### src/design/cpu_pkg.sv
package cpu_pkg;

    ////////////////////////////////////////////////////////////////////////////
    // Widths and sizes
    ////////////////////////////////////////////////////////////////////////////

    localparam int WORD_W      = 32;
    localparam int PC_W        = 6;
    localparam int REG_ADDR_W  = 6;
    localparam int DMEM_ADDR_W = 7;
    localparam int IMM_W       = 15;
    localparam int OP_W        = 4;

    localparam int IMEM_DEPTH  = 64;
    localparam int REG_COUNT   = 64;
    localparam int DMEM_DEPTH  = 128;

    typedef logic [WORD_W-1:0]      word_t;
    typedef logic [WORD_W-1:0]      instr_t;
    typedef logic [PC_W-1:0]        pc_t;
    typedef logic [REG_ADDR_W-1:0]  reg_addr_t;
    typedef logic [DMEM_ADDR_W-1:0] dmem_addr_t;
    typedef logic [IMM_W-1:0]       imm_t;

    // Bit 3 set selects the logic group, clear the arithmetic group
    typedef enum logic [OP_W-1:0] {
        OP_ADD   = 4'b0000,
        OP_SUB   = 4'b0011,
        OP_LOAD  = 4'b0100,
        OP_STORE = 4'b0110,
        OP_AND   = 4'b1000,
        OP_OR    = 4'b1001,
        OP_XOR   = 4'b1010,
        OP_NOT   = 4'b1011,
        OP_SLL   = 4'b1101,
        OP_NOP   = 4'b1111
    } opcode_t;

    ////////////////////////////////////////////////////////////////////////////
    // Instruction fields
    ////////////////////////////////////////////////////////////////////////////

    localparam int USE_IMM_BIT = 31;
    localparam int RS_MSB      = 30;
    localparam int RS_LSB      = 25;
    localparam int RD_MSB      = 24;
    localparam int RD_LSB      = 19;
    localparam int OP_MSB      = 18;
    localparam int OP_LSB      = 15;
    localparam int RT_MSB      = 14;   // rt overlaps the top of the immediate
    localparam int RT_LSB      = 9;
    localparam int IMM_MSB     = 14;

    // Opcode NOP, every other field zero
    localparam instr_t NOP_INSTR = {13'b0, OP_NOP, 15'b0};

endpackage

### src/design/register_file.sv
`timescale 1ns/1ps

module register_file (
    input  logic               clk,
    input  logic               reset,
    input  cpu_pkg::reg_addr_t rs,
    input  cpu_pkg::reg_addr_t rt,
    input  cpu_pkg::reg_addr_t rd,
    input  logic               reg_we,
    input  cpu_pkg::word_t     wb_data,
    output cpu_pkg::word_t     operand_a,
    output cpu_pkg::word_t     rt_data
);

    cpu_pkg::word_t regs [cpu_pkg::REG_COUNT];

    // Reads see the old value during a write cycle
    assign operand_a = regs[rs];
    assign rt_data   = regs[rt];

    // Register 0 is writable like any other
    always_ff @(posedge clk or posedge reset) begin
        if (reset) begin
            for (int i = 0; i < cpu_pkg::REG_COUNT; i++) begin
                regs[i] <= '0;
            end
        end else if (reg_we) begin
            regs[rd] <= wb_data;
        end
    end

endmodule

### config.mk
export PLATFORM = sky130hd
export DESIGN_NAME = register_file
export DESIGN_NICKNAME = d
export VERILOG_FILES = /design/src/design/cpu_pkg.sv /design/src/design/register_file.sv
export SDC_FILE = /design/constraint.sdc
export NUM_CORES = 2
export LEC_CHECK = 0
export BUFFER_PORTS_ARGS = -buffer_cell sky130_fd_sc_hd__buf_2
export CAP_MARGIN = 20
export CORE_ASPECT_RATIO = 0.7
export CORE_MARGIN = 10
export CORE_UTILIZATION = 42
export CTS_CLUSTER_DIAMETER = 40
export DETAILED_ROUTE_END_ITERATION = 6
export PLACE_DENSITY = 0.64
export SETUP_SLACK_MARGIN = 0.02
export SLEW_MARGIN = 20
export SYNTH_ARGS = -nofsm -noshare
export SYNTH_HDL_FRONTEND = slang
export SYNTH_SLANG_ARGS = --single-unit
### constraint.sdc
create_clock -name clk -period 118.9 [get_ports clk]
set_input_delay 23.78 -clock clk [delete_from_list [all_inputs] [get_ports clk]]
set_output_delay 23.78 -clock clk [all_outputs]
set_load 0.01 [all_outputs]
==> qor.yml <==
clk_pin_slew_worst_paths_ns: 0.07
cp_common_cell: "buf_4"
vias_per_cell: 6.849
clock_latency_ns: 0.88
grt_max_degree: 165
r2r-end: "regs[1689]"
io_buffers: 116
final_layout_size_suffix_gt1_frac: 0.5516
clockBufferDepth: 4
period_share: 0.4409
dp_cells: 10030
synth_top_family_by_area: "multiplexers"
ant_nets: 0
final_max_slew_viol_count: 0
htreeDepth: 4
critPathLaunchType: "input pin"
synth_area_um2: 108400
leakage_nw: 52.81
drcViolationCount: 0
core_um2: 255800
cts_tree: "built"
max_stage_delay_ns: 0.80
synth_xor_area_frac: 0
rr_worst_depth: 1
io_pins: 117
largest_reg_flops: 2048
cp_cell_sequence: "buf_8 > buf_4 > buf_4 > buf_4 > mux4_2 > o22ai_1 > nor4_1 > o22a_1 > buf_2"
synth_fa_ha_area_frac: 0
fp-row-count: 155
status: "finished, final reports clean"
synth-compound-area-share: 0.03680
cp.buffers_inverters: 5
layout_commonest_cell: "mux2_2"
worstPathArrival_ns: 28.65
setup_viol: 0
grt_usage: 0.2691
synth-main-ff-cell: "dfrtp_1"
num-fill-cells: 21670
path_delay_family: "buffers and inverters"
numCtsBuffers: 222
multi_input_area_um2: 53860
async_flop_share: 1.000
fmax_ghz: 0.01907
skew_ns: 0
die_y_um: 445.0
postSynthCellCount: 7082
timing.rr.start: "regs[1689]"
grt_pass1_vias: 72380
fin_setup_tns_ns: 0
ys_seq_area_frac: 0.4729
fin_cells: 10450
antenna_found_initial: 45
die_area_um2: 279100
areaGrowthSynthToFinish_pct: 10.45
clkSinkCount: 2048
power_density_nw_per_um2: 16.04
vias: 71580
timing.reg2reg.setup_slack_ns: 118.07
postCtsHoldBufs: 0
hpwl_um: 228600
whs_ns: 0.5221
finalNetCount: 6931
endpoint_kind: "output port"
hold_end: "regs[822]"
drtIter0Drc: 8861
maxCapViolations: 0
syn_avg_cell_area_um2: 15.30
cts_root_buf: "clkbuf_16"
dr.pass1.iters: 5
die_w_um: 627.1
worst_hold_startpoint: "regs[822]"
grt_pass1_wl_um: 548200
yosys.area_share.simple: 0.01890
yosys_warnings: 0
finalHoldViolations: 0
start_util: 0.4236
worstMarginPinSlew_ns: 1.223
wl_per_cell_um: 36.82
post_cts_buffers: 0
slew_headroom: 0.1830
grt_overflow: 0
crit_slowest_cell: "nor4_1"
regArea_um2: 51250
top_register: "regs"
rsz0062_at_grt: "false"
reg_top3: "regs: 2048 flops"
critPathMaxFanout: 68
yosysUniqueCellTypes: 54
min_path_cells: 1
ir_worst_vdd_mv: 0.01175
synthMuxAreaShare: 0.4362
cts_resized: 0
syn_nets: 7135
drt-total-wl_um: 384900
layout_common_cells: "2080 x mux2_2, 2048 x dfrtp_1, 971 x mux4_2"
yosys_register_bits: 2048
finalWeightedCongestion: 0.8326
path_class: "input pin to output port"
synth_edf_count: 0
min_period_ns: 52.43
crit_required_ns: 95.12
hp-class: "register to register"
==> where the power goes <==
part	switching [W]	total [W]	internal, W
clock network	0.000307	0.000738	0.000430
logic	0.000145	0.000322	0.000177
registers	0.0000706	0.000861	0.000790
total	0.000523	0.00192	0.00140
==> metrics by stage <==
stage | setup WS (ns) | power, W | cell area [um^2] | utilization
4_1_cts | 66.47 | 0.001921 | 119500 | 0.4673
3_5_place_dp | 66.48 | 0.001189 | 111900 | 0.4374
5_1_grt | 66.44 | 0.001984 | 119700 | 0.4678
6_report | 66.47 | 0.001920 | 119700 | 0.4679
3_3_place_gp | 66.15 | 0.001173 | 111900 | 0.4373
2_1_floorplan | 37.27 | 0.001094 | 108400 | -
==> how the worst max path moves through the flow <==
stage | startpoint | end | slack (ns) | cells past startpoint
6_report | rs[1] | operand_a[21] | 66.47 | 9
5_1_grt | rt[1] | rt_data[28] | 66.44 | 10
4_1_cts | rs[1] | operand_a[30] | 66.47 | 10
3_5_place_dp | rs[1] | operand_a[30] | 66.48 | 10
3_3_place_gp | rt[1] | rt_data[3] | 66.15 | 10
2_1_floorplan | reset | regs[0] | 37.27 | 1
==> cell usage after synthesis (all sizes together) (40+ instances only) <==
| cell type | n | share of area |
|---|---|---|
| dfrtp | 2048 | 0.47 |
| o22a | 42 | 0.0034 |
| nand2 | 111 | 0.0038 |
| o22ai | 245 | 0.014 |
| mux2 | 2091 | 0.22 |
| a22oi | 82 | 0.0057 |
| o21ai | 40 | 0.0018 |
| nor2 | 79 | 0.0027 |
| o221ai | 48 | 0.0039 |
| mux2i | 185 | 0.017 |
| nor3 | 46 | 0.0022 |
| buf | 508 | 0.025 |
| nand3 | 45 | 0.0021 |
| mux4 | 971 | 0.20 |
| a21oi | 53 | 0.0024 |
| clkbuf | 278 | 0.0096 |
==> logic make-up (layout without fill, tap and decap cells) <==
group,after synthesis,in the layout
flip-flops,2048,2048
multiplexers,3247,3247
other,0,19
buffers and inverters,790,766
AO/OA/AOI/OAI,583,583
AND/OR/NAND/NOR,414,414
==> per-layer routing <==
metal | part of all wire | global-route usage
met5 | 0.00015 | 0
met4 | 0.051 | 0.1203
met3 | 0.12 | 0.08591
met2 | 0.43 | 0.3881
met1 | 0.40 | 0.3722
==> layout make-up <==
cell class                      count  share of cell area
Antenna cell                       19           0.0003972
Timing Repair Buffer              358             0.02204
Inverter                            4           0.0001882
Multi-Input combinational cell   4244              0.4500
Tap cell                         3375             0.03528
Clock buffer                      312             0.05414
Clock inverter                     92            0.009795
Sequential cell                  2048              0.4282
No activity file was read; power rests on OpenSTA's default activity.
