## src/design/cpu_pkg.sv

```systemverilog
package cpu_pkg;

    ////////////////////////////////////////////////////////////////////////////
    // Widths and sizes
    ////////////////////////////////////////////////////////////////////////////

    localparam int WORD_W      = 32;
    localparam int PC_W        = 6;
    localparam int REG_ADDR_W  = 6;
    localparam int DMEM_ADDR_W = 7;
    localparam int IMM_W       = 15;
    localparam int OP_W        = 4;

    localparam int IMEM_DEPTH  = 64;
    localparam int REG_COUNT   = 64;
    localparam int DMEM_DEPTH  = 128;

    typedef logic [WORD_W-1:0]      word_t;
    typedef logic [WORD_W-1:0]      instr_t;
    typedef logic [PC_W-1:0]        pc_t;
    typedef logic [REG_ADDR_W-1:0]  reg_addr_t;
    typedef logic [DMEM_ADDR_W-1:0] dmem_addr_t;
    typedef logic [IMM_W-1:0]       imm_t;

    // Bit 3 set selects the logic group, clear the arithmetic group
    typedef enum logic [OP_W-1:0] {
        OP_ADD   = 4'b0000,
        OP_SUB   = 4'b0011,
        OP_LOAD  = 4'b0100,
        OP_STORE = 4'b0110,
        OP_AND   = 4'b1000,
        OP_OR    = 4'b1001,
        OP_XOR   = 4'b1010,
        OP_NOT   = 4'b1011,
        OP_SLL   = 4'b1101,
        OP_NOP   = 4'b1111
    } opcode_t;

    ////////////////////////////////////////////////////////////////////////////
    // Instruction fields
    ////////////////////////////////////////////////////////////////////////////

    localparam int USE_IMM_BIT = 31;
    localparam int RS_MSB      = 30;
    localparam int RS_LSB      = 25;
    localparam int RD_MSB      = 24;
    localparam int RD_LSB      = 19;
    localparam int OP_MSB      = 18;
    localparam int OP_LSB      = 15;
    localparam int RT_MSB      = 14;   // rt overlaps the top of the immediate
    localparam int RT_LSB      = 9;
    localparam int IMM_MSB     = 14;

    // Opcode NOP, every other field zero
    localparam instr_t NOP_INSTR = {13'b0, OP_NOP, 15'b0};

endpackage

```

## src/design/instr_decoder.sv

```systemverilog
`timescale 1ns/1ps

module instr_decoder (
    input  cpu_pkg::instr_t    instr,
    output cpu_pkg::reg_addr_t rs,
    output cpu_pkg::reg_addr_t rt,
    output cpu_pkg::reg_addr_t rd,
    output cpu_pkg::opcode_t   op,
    output logic               use_imm,
    output cpu_pkg::word_t     imm_ext,
    output logic               reg_we,
    output logic               mem_we,
    output logic               wb_from_mem
);

    logic [cpu_pkg::OP_W-1:0] op_raw;
    cpu_pkg::imm_t            imm;

    assign use_imm = instr[cpu_pkg::USE_IMM_BIT];
    assign rs      = instr[cpu_pkg::RS_MSB:cpu_pkg::RS_LSB];
    assign rd      = instr[cpu_pkg::RD_MSB:cpu_pkg::RD_LSB];
    assign rt      = instr[cpu_pkg::RT_MSB:cpu_pkg::RT_LSB];
    assign op_raw  = instr[cpu_pkg::OP_MSB:cpu_pkg::OP_LSB];
    assign imm     = instr[cpu_pkg::IMM_MSB:0];

    assign imm_ext = {{(cpu_pkg::WORD_W - cpu_pkg::IMM_W){imm[cpu_pkg::IMM_W-1]}}, imm};

    // Unlisted codes fold into NOP
    always_comb begin
        case (op_raw)
            cpu_pkg::OP_ADD, cpu_pkg::OP_SUB, cpu_pkg::OP_LOAD, cpu_pkg::OP_STORE,
            cpu_pkg::OP_AND, cpu_pkg::OP_OR, cpu_pkg::OP_XOR, cpu_pkg::OP_NOT,
            cpu_pkg::OP_SLL: op = cpu_pkg::opcode_t'(op_raw);
            default:         op = cpu_pkg::OP_NOP;
        endcase
    end

    always_comb begin
        reg_we      = 1'b0;
        mem_we      = 1'b0;
        wb_from_mem = 1'b0;
        case (op)
            cpu_pkg::OP_LOAD: begin
                reg_we      = 1'b1;
                wb_from_mem = 1'b1;
            end
            cpu_pkg::OP_STORE: mem_we = 1'b1;
            cpu_pkg::OP_NOP:   ;   // No side effects
            default:           reg_we = 1'b1;
        endcase
    end

endmodule

```

## config.mk

```make
export PLATFORM = sky130hd
export DESIGN_NAME = instr_decoder
export DESIGN_NICKNAME = d
export VERILOG_FILES = /design/src/design/cpu_pkg.sv /design/src/design/instr_decoder.sv
export SDC_FILE = /design/constraint.sdc
export NUM_CORES = 1
export LEC_CHECK = 0
export BUFFER_PORTS_ARGS = -buffer_cell sky130_fd_sc_hd__buf_4
export CAP_MARGIN = 25
export CORE_MARGIN = 1
export CORE_UTILIZATION = 31
export DETAILED_ROUTE_END_ITERATION = 10
export PLACE_DENSITY = 0.91
export SLEW_MARGIN = 20
export SYNTH_ARGS = -nofsm -noshare
export SYNTH_HDL_FRONTEND = slang
export SYNTH_SLANG_ARGS = --single-unit
```

## constraint.sdc

```tcl
create_clock -name vclk -period 1.5
set_input_delay 0.15 -clock vclk [all_inputs]
set_output_delay 0.15 -clock vclk [all_outputs]
set_load 0.005 [all_outputs]
```

==> out/qor.csv <==
metric,value,unit
Psw,25.60,uW
Internal Dissipation,34.35,uW
power share of the sequential group,0,
final-report max-slew violation count,0,
switching part of the total,0.4270,
ANT nets after route,0,
# DRC,0,
detail-routed via count per cell,4.905,
post-CTS setup buffer count,0,
# setup viols final,0,
post-synthesis sequential area ratio,0,
clock period minus worst slack,1.069,ns
DR iter-0 viols,0,
arrival time worst endpoint,0.92,ns
Synth cell types,14,
die height,42.78,um
maximum number of pins on one net before global-route repair,20,
sum of negative setup slack,0,ns
global placement routability congestion,0.6134,
maximum VDD drop,0.05830,mV
via count of the routed design,206,
register cell area after layout,0,um^2
startpoint-to-endpoint class of the critical path,input pin to output port,
Max Cap Viol,0,
power density over the cells,283.5,nW/um^2
most frequently used cell type in the post-synthesis netlist,sky130_fd_sc_hd__buf_4,
initial core utilization,0.3383,
Ports,90,
post-route total power,59.95,uW
Min Hold Slack,0.3000,ns
number of antenna repair diodes,0,
core area,1524,um^2
ratio of final minimum period to clock period,0.7126,
cell area after synthesis,515.5,um^2
total gr overflow,0,
final core utilization,0.1388,
RSZ-0062 raised after global routing,false,
Crit. End Element,output port,
Worst Max-Slew Pin Slew,0.2351,ns
number of nets in the layout,60,
share of power burned in combinational logic,1.000,
Die Area,1830,um^2
run status,finished clean,
count of buffers inserted at the top-level ports,11,
Leakage,0.08706,nW
most frequent cells after synthesis,"sky130_fd_sc_hd__buf_4, sky130_fd_sc_hd__a21oi_1, sky130_fd_sc_hd__nor2_1, sky130_fd_sc_hd__or2_1, sky130_fd_sc_hd__xnor2_1",
vias in the first global route,166,
average wire per standard cell,14.45,um
hold-fix buffer count after cts,0,
fraction of final layout cells sized beyond drive strength 1,0.5000,
top-area cell type share of the netlist area,0.7573,
syn_nets,101,
Fmax achieved,0.9355,GHz
normalized max-slew margin,0.8411,
Mapped Avg Cell Area,7.471,um^2
Mapped Cells,69,
cell types occupying the most area after synthesis,"sky130_fd_sc_hd__buf_4, sky130_fd_sc_hd__xnor2_1, sky130_fd_sc_hd__and4bb_2, sky130_fd_sc_hd__or2_1, sky130_fd_sc_hd__buf_6",
Detailed Route WL,607,um
largest area contributor in the synthesized netlist,sky130_fd_sc_hd__buf_4,
relative area change from synthesis to final layout,-58.98,%
data required time of the critical path,1.35,ns
Clk pwr share,0,
final sequential cell count,0,
GRT Resource Usage Total,0.05739,
antenna violations before repair,0,
wire length of the first global-routing pass,862,um
length of the first detailed-routing pass in iterations,1,
number of warnings reported in the yosys synthesis log,0,
Resized Gates After CTS,0,
maximum net fanout on the critical path,7,
clk_buf instances,0,
critical path startpoint category,input pin,
die extent in x,42.78,um
Fin. Hold Viols,0,
path type of the worst min-delay path,input pin to output port,
num rows,14,
-- layout by cell type, fill, tap and decap left out, drive strengths merged --
cell type  Yosys  final
a21oi          2      2
nand2b         1      1
nor2           2      2
nor4b          1      1
buf           53     11
a221oi         1      1
mux2i          1      1
xnor2          2      2
and4bb         1      1
or2            2      2
o21bai         1      1
o21ai          1      1
-- final timing paths --
path	start	end	slack [ns]	cells past startpoint
setup / recovery	instr[17]	op[3]	0.43	5
hold / removal	instr[20]	rd[1]	0.30	0
-- kinds of logic (layout without fill, tap and decap cells) --
logic type,Yosys count,in the layout,synth area share
multiplexers,1,1,0.01942
AND/OR/NAND/NOR,7,7,0.09709
AO/OA/AOI/OAI,5,5,0.06068
XOR/XNOR,2,2,0.03399
buffers and inverters,54,11,0.7888
-- power by group through the flow --
stage               clock [mW]  combinational [mW]  sequential (mW)
floorplan                    0               0.145                0
global placement             0              0.0582                0
detailed placement           0              0.0609                0
CTS                          0              0.0610                0
global route                 0              0.0665                0
finish                       0              0.0600                0
-- per-stage QoR --
step	instance area, um^2	std cells	worst slack, ns
2_1_floorplan	515.5	69	0.6477
4_1_cts	211.5	42	0.4276
3_5_place_dp	211.5	42	0.4268
3_3_place_gp	211.5	42	0.4457
6_report	211.5	42	0.4311
5_1_grt	211.5	42	0.3744
-- layout make-up --
class | count | area (um^2)
Timing Repair Buffer | 11 | 82.58
Tap cell | 16 | 20.02
Multi-Input combinational cell | 15 | 108.9
Fill cell | 176 | 1313
-- critical path, cell delays in order --
cell	delay [ns]
sky130_fd_sc_hd__buf_4	0.13
sky130_fd_sc_hd__nand2b_2	0.18
sky130_fd_sc_hd__xnor2_1	0.12
sky130_fd_sc_hd__or2_1	0.20
sky130_fd_sc_hd__buf_4	0.13
-- layer usage --
| metal | GRT usage | share of wire |
|---|---|---|
| met4 | 0.01250 | 0.013 |
| met2 | 0.1000 | 0.46 |
| met3 | 0.03830 | 0.20 |
| met5 | 0 | 0 |
| met1 | 0.05570 | 0.33 |
Note: power is estimated with default switching activity, not from simulation.
