File: src/design/cpu_pkg.sv
package cpu_pkg;

    ////////////////////////////////////////////////////////////////////////////
    // Widths and sizes
    ////////////////////////////////////////////////////////////////////////////

    localparam int WORD_W      = 32;
    localparam int PC_W        = 6;
    localparam int REG_ADDR_W  = 6;
    localparam int DMEM_ADDR_W = 7;
    localparam int IMM_W       = 15;
    localparam int OP_W        = 4;

    localparam int IMEM_DEPTH  = 64;
    localparam int REG_COUNT   = 64;
    localparam int DMEM_DEPTH  = 128;

    typedef logic [WORD_W-1:0]      word_t;
    typedef logic [WORD_W-1:0]      instr_t;
    typedef logic [PC_W-1:0]        pc_t;
    typedef logic [REG_ADDR_W-1:0]  reg_addr_t;
    typedef logic [DMEM_ADDR_W-1:0] dmem_addr_t;
    typedef logic [IMM_W-1:0]       imm_t;

    // Bit 3 set selects the logic group, clear the arithmetic group
    typedef enum logic [OP_W-1:0] {
        OP_ADD   = 4'b0000,
        OP_SUB   = 4'b0011,
        OP_LOAD  = 4'b0100,
        OP_STORE = 4'b0110,
        OP_AND   = 4'b1000,
        OP_OR    = 4'b1001,
        OP_XOR   = 4'b1010,
        OP_NOT   = 4'b1011,
        OP_SLL   = 4'b1101,
        OP_NOP   = 4'b1111
    } opcode_t;

    ////////////////////////////////////////////////////////////////////////////
    // Instruction fields
    ////////////////////////////////////////////////////////////////////////////

    localparam int USE_IMM_BIT = 31;
    localparam int RS_MSB      = 30;
    localparam int RS_LSB      = 25;
    localparam int RD_MSB      = 24;
    localparam int RD_LSB      = 19;
    localparam int OP_MSB      = 18;
    localparam int OP_LSB      = 15;
    localparam int RT_MSB      = 14;   // rt overlaps the top of the immediate
    localparam int RT_LSB      = 9;
    localparam int IMM_MSB     = 14;

    // Opcode NOP, every other field zero
    localparam instr_t NOP_INSTR = {13'b0, OP_NOP, 15'b0};

endpackage

File: src/design/instr_fetch.sv
`timescale 1ns/1ps

module instr_fetch (
    input  logic            clk,
    input  logic            reset,
    input  logic            imem_we,
    input  cpu_pkg::pc_t    imem_addr,
    input  cpu_pkg::instr_t imem_wdata,
    output cpu_pkg::pc_t    pc,
    output cpu_pkg::instr_t instr
);

    cpu_pkg::instr_t imem [cpu_pkg::IMEM_DEPTH];

    ////////////////////////////////////////////////////////////////////////////
    // Program load port
    ////////////////////////////////////////////////////////////////////////////

    always_ff @(posedge clk) begin
        if (imem_we) begin
            imem[imem_addr] <= imem_wdata;
        end
    end

    ////////////////////////////////////////////////////////////////////////////
    // Program counter and registered read
    ////////////////////////////////////////////////////////////////////////////

    // No branches, so the counter just runs and wraps at 63
    always_ff @(posedge clk or posedge reset) begin
        if (reset) begin
            pc    <= '0;
            instr <= cpu_pkg::NOP_INSTR;
        end else begin
            pc    <= pc + 1'b1;
            instr <= imem[pc];   // Word at the old pc
        end
    end

endmodule

File: config.mk
export PLATFORM = sky130hd
export DESIGN_NAME = instr_fetch
export DESIGN_NICKNAME = d
export VERILOG_FILES = /design/src/design/cpu_pkg.sv /design/src/design/instr_fetch.sv
export SDC_FILE = /design/constraint.sdc
export NUM_CORES = 2
export LEC_CHECK = 0
export ABC_AREA = 1
export ABC_CLOCK_PERIOD_IN_PS = 1500
export BUFFER_PORTS_ARGS = -buffer_cell sky130_fd_sc_hd__buf_2
export CORE_MARGIN = 1
export CORE_UTILIZATION = 57
export DETAILED_ROUTE_END_ITERATION = 12
export MAX_ROUTING_LAYER = met4
export PLACE_DENSITY = 0.76
export SETUP_SLACK_MARGIN = 0.05
export SLEW_MARGIN = 0
export SYNTH_ARGS = -nofsm -noshare
export SYNTH_HDL_FRONTEND = slang
export SYNTH_SLANG_ARGS = --single-unit
File: constraint.sdc
create_clock -name clk -period 1.5 [get_ports clk]
set_input_delay 0.075 -clock clk [delete_from_list [all_inputs] [get_ports clk]]
set_output_delay 0.075 -clock clk [all_outputs]
set_load 0.02 [all_outputs]
==> metrics.csv <==
metric,value,unit
gr-usage-met2,0.551,
status,finished with violations,
fmax,428,MHz
crit_fanout,6,
finish.utilization,0.711,
syn_avg_cell_area,11.0,um2
dieWidth,392,um
via_per_inst,6.07,
nets,8556,
grt_pass1_vias,64000,
syn_inst,7899,
start_kind,register,
use_met1,0.450,
worstPathArrival,3110,ps
die-height,392,um
rrSetupSlack,-840,ps
root_buffer,clkbuf_16,
fin_crit_sh,1.56,
route.detailed.drc,0,
rows,142,
gp_congestion,0.932,
finalHoldViolCount,0,
setup_slack,-836,ps
pwr_density_cell,1100,nW/um2
drv_slew,0,
violations,negative setup slack,
port_buffers,78,
critical-path-max-stage-delay,500,ps
crit_start,pc[0],
clock_sinks,2086,
synth_cell_types,25,
overflow,0,
postRouteAntennaNets,0,
drt_first_pass_iters,13,
drive_gt1_frac,0.188,
peakVddDrop,1.14,mV
period_minus_slack,2340,ps
route.vias.total,65000,
initial_utilization,0.576,
core_region_area,150000,um2
maxCapViolations,0,
r2r_start,pc[0],
min_from,imem_addr[1],
tns,-28380,ps
cp_slowest_cell,dfrtp_4,
end_kind,register,
fp.dieArea,153000,um2
min_path_type,input pin to register,
rsz0062_at_grt,yes,
clk_latency,860,ps
cts_tree,built,
final-setup-viol-count,62,
ys_ff_latch,2086,
cts_buffer_depth,3,
drt_iter0_drc,9533,
p_leak,41.7,nW
crit_chain,buf_8 -> buf_8 -> buf_16 -> buf_16 -> buf_8 -> buf_8 -> nor2_1 -> nor2_1 -> o21ai_1 -> a21oi_1 -> nor2_1 -> nand2_2 -> nand3_4 -> nand2_1,
relSlewSlack,0.170,
track_usage,0.364,
grt_use_met3,0.0927,
fillers,9129,
grt_start_max_net_pins,65,
path_class,register to register,
syn_to_final_growth,23.5,%
synth_nets,7941,
grt-busiest-layer,met2,
cp_common_cell,buf_8,
ys_warn_count,0,
routed_wl,275000,um
antenna_found_initial,4,
grt_pass1_wl,395000,um
tightest_slew,1250,ps
h-tree-depth,4,
cts_buffers,202,
synthesis.area,86600,um2
seq_area_frac_synth,0.721,
required,2270,ps
dp_hpwl,150000,um
ios,79,
clk_transition_reported_paths,60,ps
wl_per_cell,25.7,um
fin_skew,33.1,ps
-- timing repair --
item,CTS,global route
cloned,33,11
endpoints found under the hold margin,2087,0
hold buffers,38,0
gates resized for setup,462,359
pin swaps,122,167
setup buffers,79,30
endpoints found under the setup margin,75,77
-- path summary, 6_finish.rpt --
kind,to,cells past startpoint
worst max-delay path,instr[18],14
worst min-delay path,imem[50][11],5
worst max register to register,instr[18],14
worst min register to register,instr[18],6
max in group asynchronous,instr[30],5
min in group asynchronous,pc[2],5
-- stage by stage --
stage	worst slack [ps]	cells	power [mW]	cell area, um2	hold WS [ps]
CTS	-727	10700	117	105000	22.8
detailed placement	-1140	10100	67.7	95200	185
finish	-836	10700	118	107000	69.6
global route	-870	10700	120	107000	65.3
global placement	-1090	10100	67.6	95200	204
floorplan	-1050	7899	66.1	86900	174
-- layer usage --
layer | vias to the layer above | part of all wire
met5 | - | 0
met4 | 0 | 0.064
met3 | 1243 | 0.15
met2 | 5480 | 0.46
met1 | 30600 | 0.33
li1 | 27600 | -
-- report_power, final --
| group | internal [mW] | leakage (nW) | switching [mW] | total (mW) |
|---|---|---|---|---|
| Sequential | 64.4 | 18.8 | 0.109 | 64.5 |
| Clock | 28.9 | 3.19 | 22.2 | 51.0 |
| Combinational | 0.473 | 19.6 | 1.66 | 2.13 |
| Total | 93.7 | 41.7 | 23.9 | 118 |
-- critical path, delay by kind of cell, from the launching register on --
family	cells	cell delay, ps
buffers and inverters	6	890
AND/OR/NAND/NOR	6	650
flip-flops	1	500
AO/OA/AOI/OAI	2	170
-- cell type report --
type / count / area, um2 / share of cell area
antenna: 4 / 10.0 / 0.0000936
clock buffer: 273 / 5560 / 0.0520
clock inverter: 97 / 986 / 0.00922
inverter: 616 / 2370 / 0.0221
multi-input combinational: 4760 / 22000 / 0.206
sequential: 2086 / 62500 / 0.584
tap: 2016 / 2520 / 0.0236
timing repair buffer: 845 / 11000 / 0.103
timing repair inverter: 3 / 45.0 / 0.000421
-- state kept, by name, summed over array words and instances (netlist names) --
| signal | flops |
|---|---|
| imem | 2048 |
| pc | 6 |
| instr | 32 |
-- cells in the mapped netlist --
cell type | count | area [um2]
a21oi_1 | 128 | 641
buf_1 | 42 | 158
buf_12 | 1 | 20.0
buf_2 | 143 | 716
buf_4 | 10 | 75.1
buf_6 | 42 | 473
buf_8 | 2 | 30.0
clkbuf_1 | 197 | 739
clkinv_1 | 2 | 7.51
dfrtp_1 | 34 | 851
dfstp_2 | 4 | 105
edfxtp_1 | 2048 | 61500
ha_1 | 1 | 12.5
inv_1 | 613 | 2300
inv_4 | 1 | 6.26
nand2_1 | 2648 | 9940
nand3_1 | 841 | 4210
nand4_1 | 9 | 56.3
nor2_1 | 800 | 3000
nor3_2 | 1 | 10.0
nor4_1 | 8 | 50.1
o21ai_0 | 271 | 1360
o21ai_1 | 18 | 90.1
or2_2 | 31 | 194
xor2_1 | 4 | 35.0
-- cell families after synthesis --
| group | count (synthesis) | share of synthesized area |
|---|---|---|
| and+or+nand+nor | 4338 | 0.202 |
| adders and majority gates | 1 | 0.000144 |
| AOI/OAI and AO/OA | 417 | 0.0241 |
| DFF | 2086 | 0.721 |
| buffers and inverters | 1053 | 0.0523 |
| xor gates and xnor gates | 4 | 0.000405 |
-- placed cells by master, fill, tap and decap left out, types with 94 or more instances in the layout --
cell type,n
o21ai_0,220
edfxtp_1,2048
nand3_1,717
nand2_1,2509
buf_6,94
nand2_2,108
buf_12,234
buf_4,359
a21oi_1,98
inv_1,606
clkbuf_16,214
nand3_2,95
nor2_1,642
(Power assumes the default switching activity.)
