`config.mk`:
```
export PLATFORM = sky130hd
export DESIGN_NAME = alu
export DESIGN_NICKNAME = d
export VERILOG_FILES = /design/src/design/cpu_pkg.sv /design/src/design/alu.sv
export SDC_FILE = /design/constraint.sdc
export NUM_CORES = 1
export LEC_CHECK = 0
export ABC_AREA = 0
export BUFFER_PORTS_ARGS = -buffer_cell sky130_fd_sc_hd__buf_2
export CAP_MARGIN = 20
export CORE_ASPECT_RATIO = 2
export CORE_UTILIZATION = 45
export DETAILED_ROUTE_END_ITERATION = 10
export GPL_TIMING_DRIVEN = 0
export PLACE_DENSITY = 0.72
export SLEW_MARGIN = 20
export SYNTH_ARGS = -nofsm -noshare
export SYNTH_HDL_FRONTEND = slang
export SYNTH_SLANG_ARGS = --single-unit
```
`constraint.sdc`:
```
create_clock -name vclk -period 15
set_input_delay 1.5 -clock vclk [all_inputs]
set_output_delay 1.5 -clock vclk [all_outputs]
set_load 0.05 [all_outputs]
```
`src/design/cpu_pkg.sv`:
```
package cpu_pkg;

    ////////////////////////////////////////////////////////////////////////////
    // Widths and sizes
    ////////////////////////////////////////////////////////////////////////////

    localparam int WORD_W      = 32;
    localparam int PC_W        = 6;
    localparam int REG_ADDR_W  = 6;
    localparam int DMEM_ADDR_W = 7;
    localparam int IMM_W       = 15;
    localparam int OP_W        = 4;

    localparam int IMEM_DEPTH  = 64;
    localparam int REG_COUNT   = 64;
    localparam int DMEM_DEPTH  = 128;

    typedef logic [WORD_W-1:0]      word_t;
    typedef logic [WORD_W-1:0]      instr_t;
    typedef logic [PC_W-1:0]        pc_t;
    typedef logic [REG_ADDR_W-1:0]  reg_addr_t;
    typedef logic [DMEM_ADDR_W-1:0] dmem_addr_t;
    typedef logic [IMM_W-1:0]       imm_t;

    // Bit 3 set selects the logic group, clear the arithmetic group
    typedef enum logic [OP_W-1:0] {
        OP_ADD   = 4'b0000,
        OP_SUB   = 4'b0011,
        OP_LOAD  = 4'b0100,
        OP_STORE = 4'b0110,
        OP_AND   = 4'b1000,
        OP_OR    = 4'b1001,
        OP_XOR   = 4'b1010,
        OP_NOT   = 4'b1011,
        OP_SLL   = 4'b1101,
        OP_NOP   = 4'b1111
    } opcode_t;

    ////////////////////////////////////////////////////////////////////////////
    // Instruction fields
    ////////////////////////////////////////////////////////////////////////////

    localparam int USE_IMM_BIT = 31;
    localparam int RS_MSB      = 30;
    localparam int RS_LSB      = 25;
    localparam int RD_MSB      = 24;
    localparam int RD_LSB      = 19;
    localparam int OP_MSB      = 18;
    localparam int OP_LSB      = 15;
    localparam int RT_MSB      = 14;   // rt overlaps the top of the immediate
    localparam int RT_LSB      = 9;
    localparam int IMM_MSB     = 14;

    // Opcode NOP, every other field zero
    localparam instr_t NOP_INSTR = {13'b0, OP_NOP, 15'b0};

endpackage

```
`src/design/alu.sv`:
```
`timescale 1ns/1ps

module alu (
    input  cpu_pkg::opcode_t op,
    input  cpu_pkg::word_t   operand_a,
    input  cpu_pkg::word_t   rt_data,
    input  cpu_pkg::word_t   imm_ext,
    input  logic             use_imm,
    output cpu_pkg::word_t   operand_b,
    output cpu_pkg::word_t   alu_result
);

    ////////////////////////////////////////////////////////////////////////////
    // Operand B select
    ////////////////////////////////////////////////////////////////////////////

    assign operand_b = use_imm ? imm_ext : rt_data;

    ////////////////////////////////////////////////////////////////////////////
    // Result
    ////////////////////////////////////////////////////////////////////////////

    always_comb begin
        case (op)
            // Arithmetic group
            cpu_pkg::OP_ADD: alu_result = operand_a + operand_b;
            cpu_pkg::OP_SUB: alu_result = operand_a - operand_b;

            // Logic group
            cpu_pkg::OP_AND: alu_result = operand_a & operand_b;
            cpu_pkg::OP_OR:  alu_result = operand_a | operand_b;
            cpu_pkg::OP_XOR: alu_result = operand_a ^ operand_b;
            cpu_pkg::OP_NOT: alu_result = ~operand_a;
            cpu_pkg::OP_SLL: alu_result = {operand_a[cpu_pkg::WORD_W-2:0], 1'b0};

            // LOAD and STORE use A as the address
            cpu_pkg::OP_LOAD,
            cpu_pkg::OP_STORE,
            cpu_pkg::OP_NOP: alu_result = operand_a;

            default:         alu_result = operand_a;
        endcase
    end

endmodule

```
==> key figures <==
Global routing
  – Largest net degree at the start of global routing: 11
  – First-pass GRT wire length: 31500 um
  – Overall Global Routing Usage: 33.2%
  – Gr ovfl total: 0
  – Antenna violations before repair: 0
  – Number of global-route vias before repair: 6406

Hold path
  – Min-Delay Path Class: primary input to output pin

Finish
  – FILL cells: 1220
  – Post-route cell area: 6290 sq um
  – Final nets: 1115
  – Layout cell share with drive strength beyond 1: 20.9%
  – Area Overhead vs Synth: 18.7%
  – Layout clock buffers: 0
  – Sequential cells: 0
  – Register area: 0 sq um
  – Multi-input gate area: 4830 sq um
  – Diode count: 0

Synth
  – Top post-synthesis cells by count: ha_1 (97), o21ai_0 (79), inv_1 (73), a21oi_1 (60), mux2i_1 (60)
  – Area fraction in compound gates after synthesis: 30.6%
  – Post-Syn Area: 5300 sq um
  – Cells after Synth: 751
  – Syn Area/Cell: 7.06 sq um
  – Post-Synth Adder-Cell Area: 23.3%
  – Count of unique library cells instantiated by Yosys: 69
  – Synth Area in XOR/XNOR: 9.75%
  – Largest family of logic cells by synthesized area: compound AO/OA/AOI/OAI gates
  – Post-synthesis sequential area ratio: 0%
  – Share of the synthesized area in the top cell type: 22.9%
  – Simple-Gate Fraction of Synth Area: 15.7%
  – Post-synth top area cell: ha_1
  – Yosys warns: 0
  – Top area cells in the synthesized netlist: ha_1 (23%), mux2i_1 (11%), xnor2_1 (7.8%)
  – Synth Net Count: 950
  – Most frequent cell after synthesis: ha_1
  – Mux cell area share after synthesis: 11.8%

Floorplan
  – Core Rows: 55
  – IO Pins: 165
  – Core region area: 11400 sq um
  – Die extent in x: 78.8 um
  – Chip Height: 155 um
  – Initial Util: 46.4%
  – Full die area: 12200 sq um

Pwr
  – Leakage: 3.17 nW
  – PwrDens: 53.4 nW/um^2
  – Peak supply drop: 0.0273 mV

Detailed routing
  – Vias per inst: 6.15
  – Initial DRC Count: 413
  – Post-DRT Antenna Nets: 0
  – WL final: 20900 um
  – DRC Markers: 0
  – Drt pass-1 iters: 5
  – Drt wl/cell: 19.8 um
  – Via count: 6493

Placed design
  – Post-DP Area: 6290 sq um
  – Post-DP HPWL: 16900 um
  – Port Buf Inserts: 163
  – GPL Wtd Cong: 0.981

Clock network
  – Post_cts resized: 0
  – Setup Fix Bufs, Post-CTS: 0
  – Hold Buf Count CTS: 0

STA
  – Fin crit share: 69.0%
  – Final hold vios: 0
  – Slew margin rel.: 26.0%
  – TNS Setup: 0 ps
  – Fmax: 96.7 MHz
  – Least-Margin Pin Slew: 1110 ps
  – Tmin final: 10340 ps
  – Final-report setup violation count: 0
  – Slew Viols, Final: 0
  – Unrepaired setup endpoints after global routing: false

Worst setup path
  – Required @ worst endpoint: 13500 ps
  – Worst-path maximum fanout: 10
  – Worst path cell trace: buf_2 -> buf_6 -> buf_6 -> buf_2 -> buf_8 -> clkbuf_1 -> mux2i_1 -> ha_1 -> o21ai_0 -> or2_2 -> o31ai_1 -> a21boi_2 -> and2_0 -> o21ai_0 -> xnor2_1 -> ha_1 -> nand4_1 -> or2_2 -> or2_2 -> o21ai_0 -> xor2_1 -> nand2_1 -> a32oi_1 -> buf_2
  – Slowest cell on the critical path: o31ai_1
  – Startpoint types: primary input
  – Crit path DAT: 8840 ps
  – Largest stage delay on the critical path: 630 ps
  – Crit Path Class: primary input to output pin
  – Crit end category: output pin

Status
  – Status: completed

Run
  – Max cap viols: 0
[worst paths after layout]
path	start	end	cells past startpoint
worst max-delay path	use_imm	alu_result[27]	24
worst min-delay path	operand_a[27]	alu_result[27]	4
[routing by layer]
| metal | track usage [%] | part of all wire [%] | wire [um] | up-vias |
|---|---|---|---|---|
| met5 | 0 | 0 | 0 | - |
| met4 | 22.7 | 7.4 | 1550 | 0 |
| met3 | 1.47 | 5.3 | 1110 | 97 |
| met2 | 62.9 | 52 | 10900 | 362 |
| met1 | 33.8 | 35 | 7370 | 2947 |
| li1 | - | - | - | 3087 |
[cell families after synthesis]
| logic type | Yosys count |
|---|---|
| AO/OA/AOI/OAI | 258 |
| XOR/XNOR | 59 |
| adder cells (fa/ha/maj) | 98 |
| buffers and inverters | 111 |
| multiplexers | 62 |
| AND/OR/NAND/NOR | 163 |
[worst max-delay path, delay by kind of cell]
family / cells / cell delay, ps
buf+inv: 7 / 1960
fa+ha+maj: 2 / 630
compound gates: 6 / 2250
xor+xnor: 2 / 380
mux: 1 / 480
simple gates: 6 / 1630
[power by group]
group,total (W),internal (W),switching (W)
registers,0,0,0
clock network,0,0,0
logic,0.000336,0.000111,0.000225
[layout make-up]
| cell class | instances | share of cell area [%] |
|---|---|---|
| plain buffers | 38 | 3.14 |
| inverters | 73 | 4.35 |
| multi-input cells | 640 | 76.7 |
| well taps | 142 | 2.82 |
| repair buffers | 163 | 13.0 |
[layout by cell type (no fill, tap or decap), types with 5 or more instances in the layout]
cell type,count
o22ai_1,11
nand2b_1,5
a31oi_1,5
mux2i_1,60
nand4_1,8
nor2_1,29
inv_1,73
a22oi_1,40
ha_1,97
nor3_1,17
xor2_1,12
a221oi_1,6
a21oi_1,60
a221o_1,6
o221ai_1,5
nor4_1,5
o21ai_0,79
a211oi_1,5
xnor2_1,47
clkbuf_1,28
nor2b_1,5
nand2_1,58
buf_2,164
a21o_1,11
[per-stage QoR]
step | hold slack [ps] | total power, W | setup slack, ps | instances | util (%)
6_report | 3490 | 0.000336 | 4660 | 1056 | 55.1
5_1_grt | 3530 | 0.000361 | 4440 | 1056 | 55.1
4_1_cts | 3480 | 0.000331 | 4770 | 1056 | 55.1
3_5_place_dp | 3480 | 0.000330 | 4800 | 1056 | 55.1
3_3_place_gp | 3480 | 0.000328 | 4850 | 1056 | 55.1
2_1_floorplan | 3330 | 0.000240 | 6210 | 751 | -
Note: power is estimated with default switching activity, not from simulation.
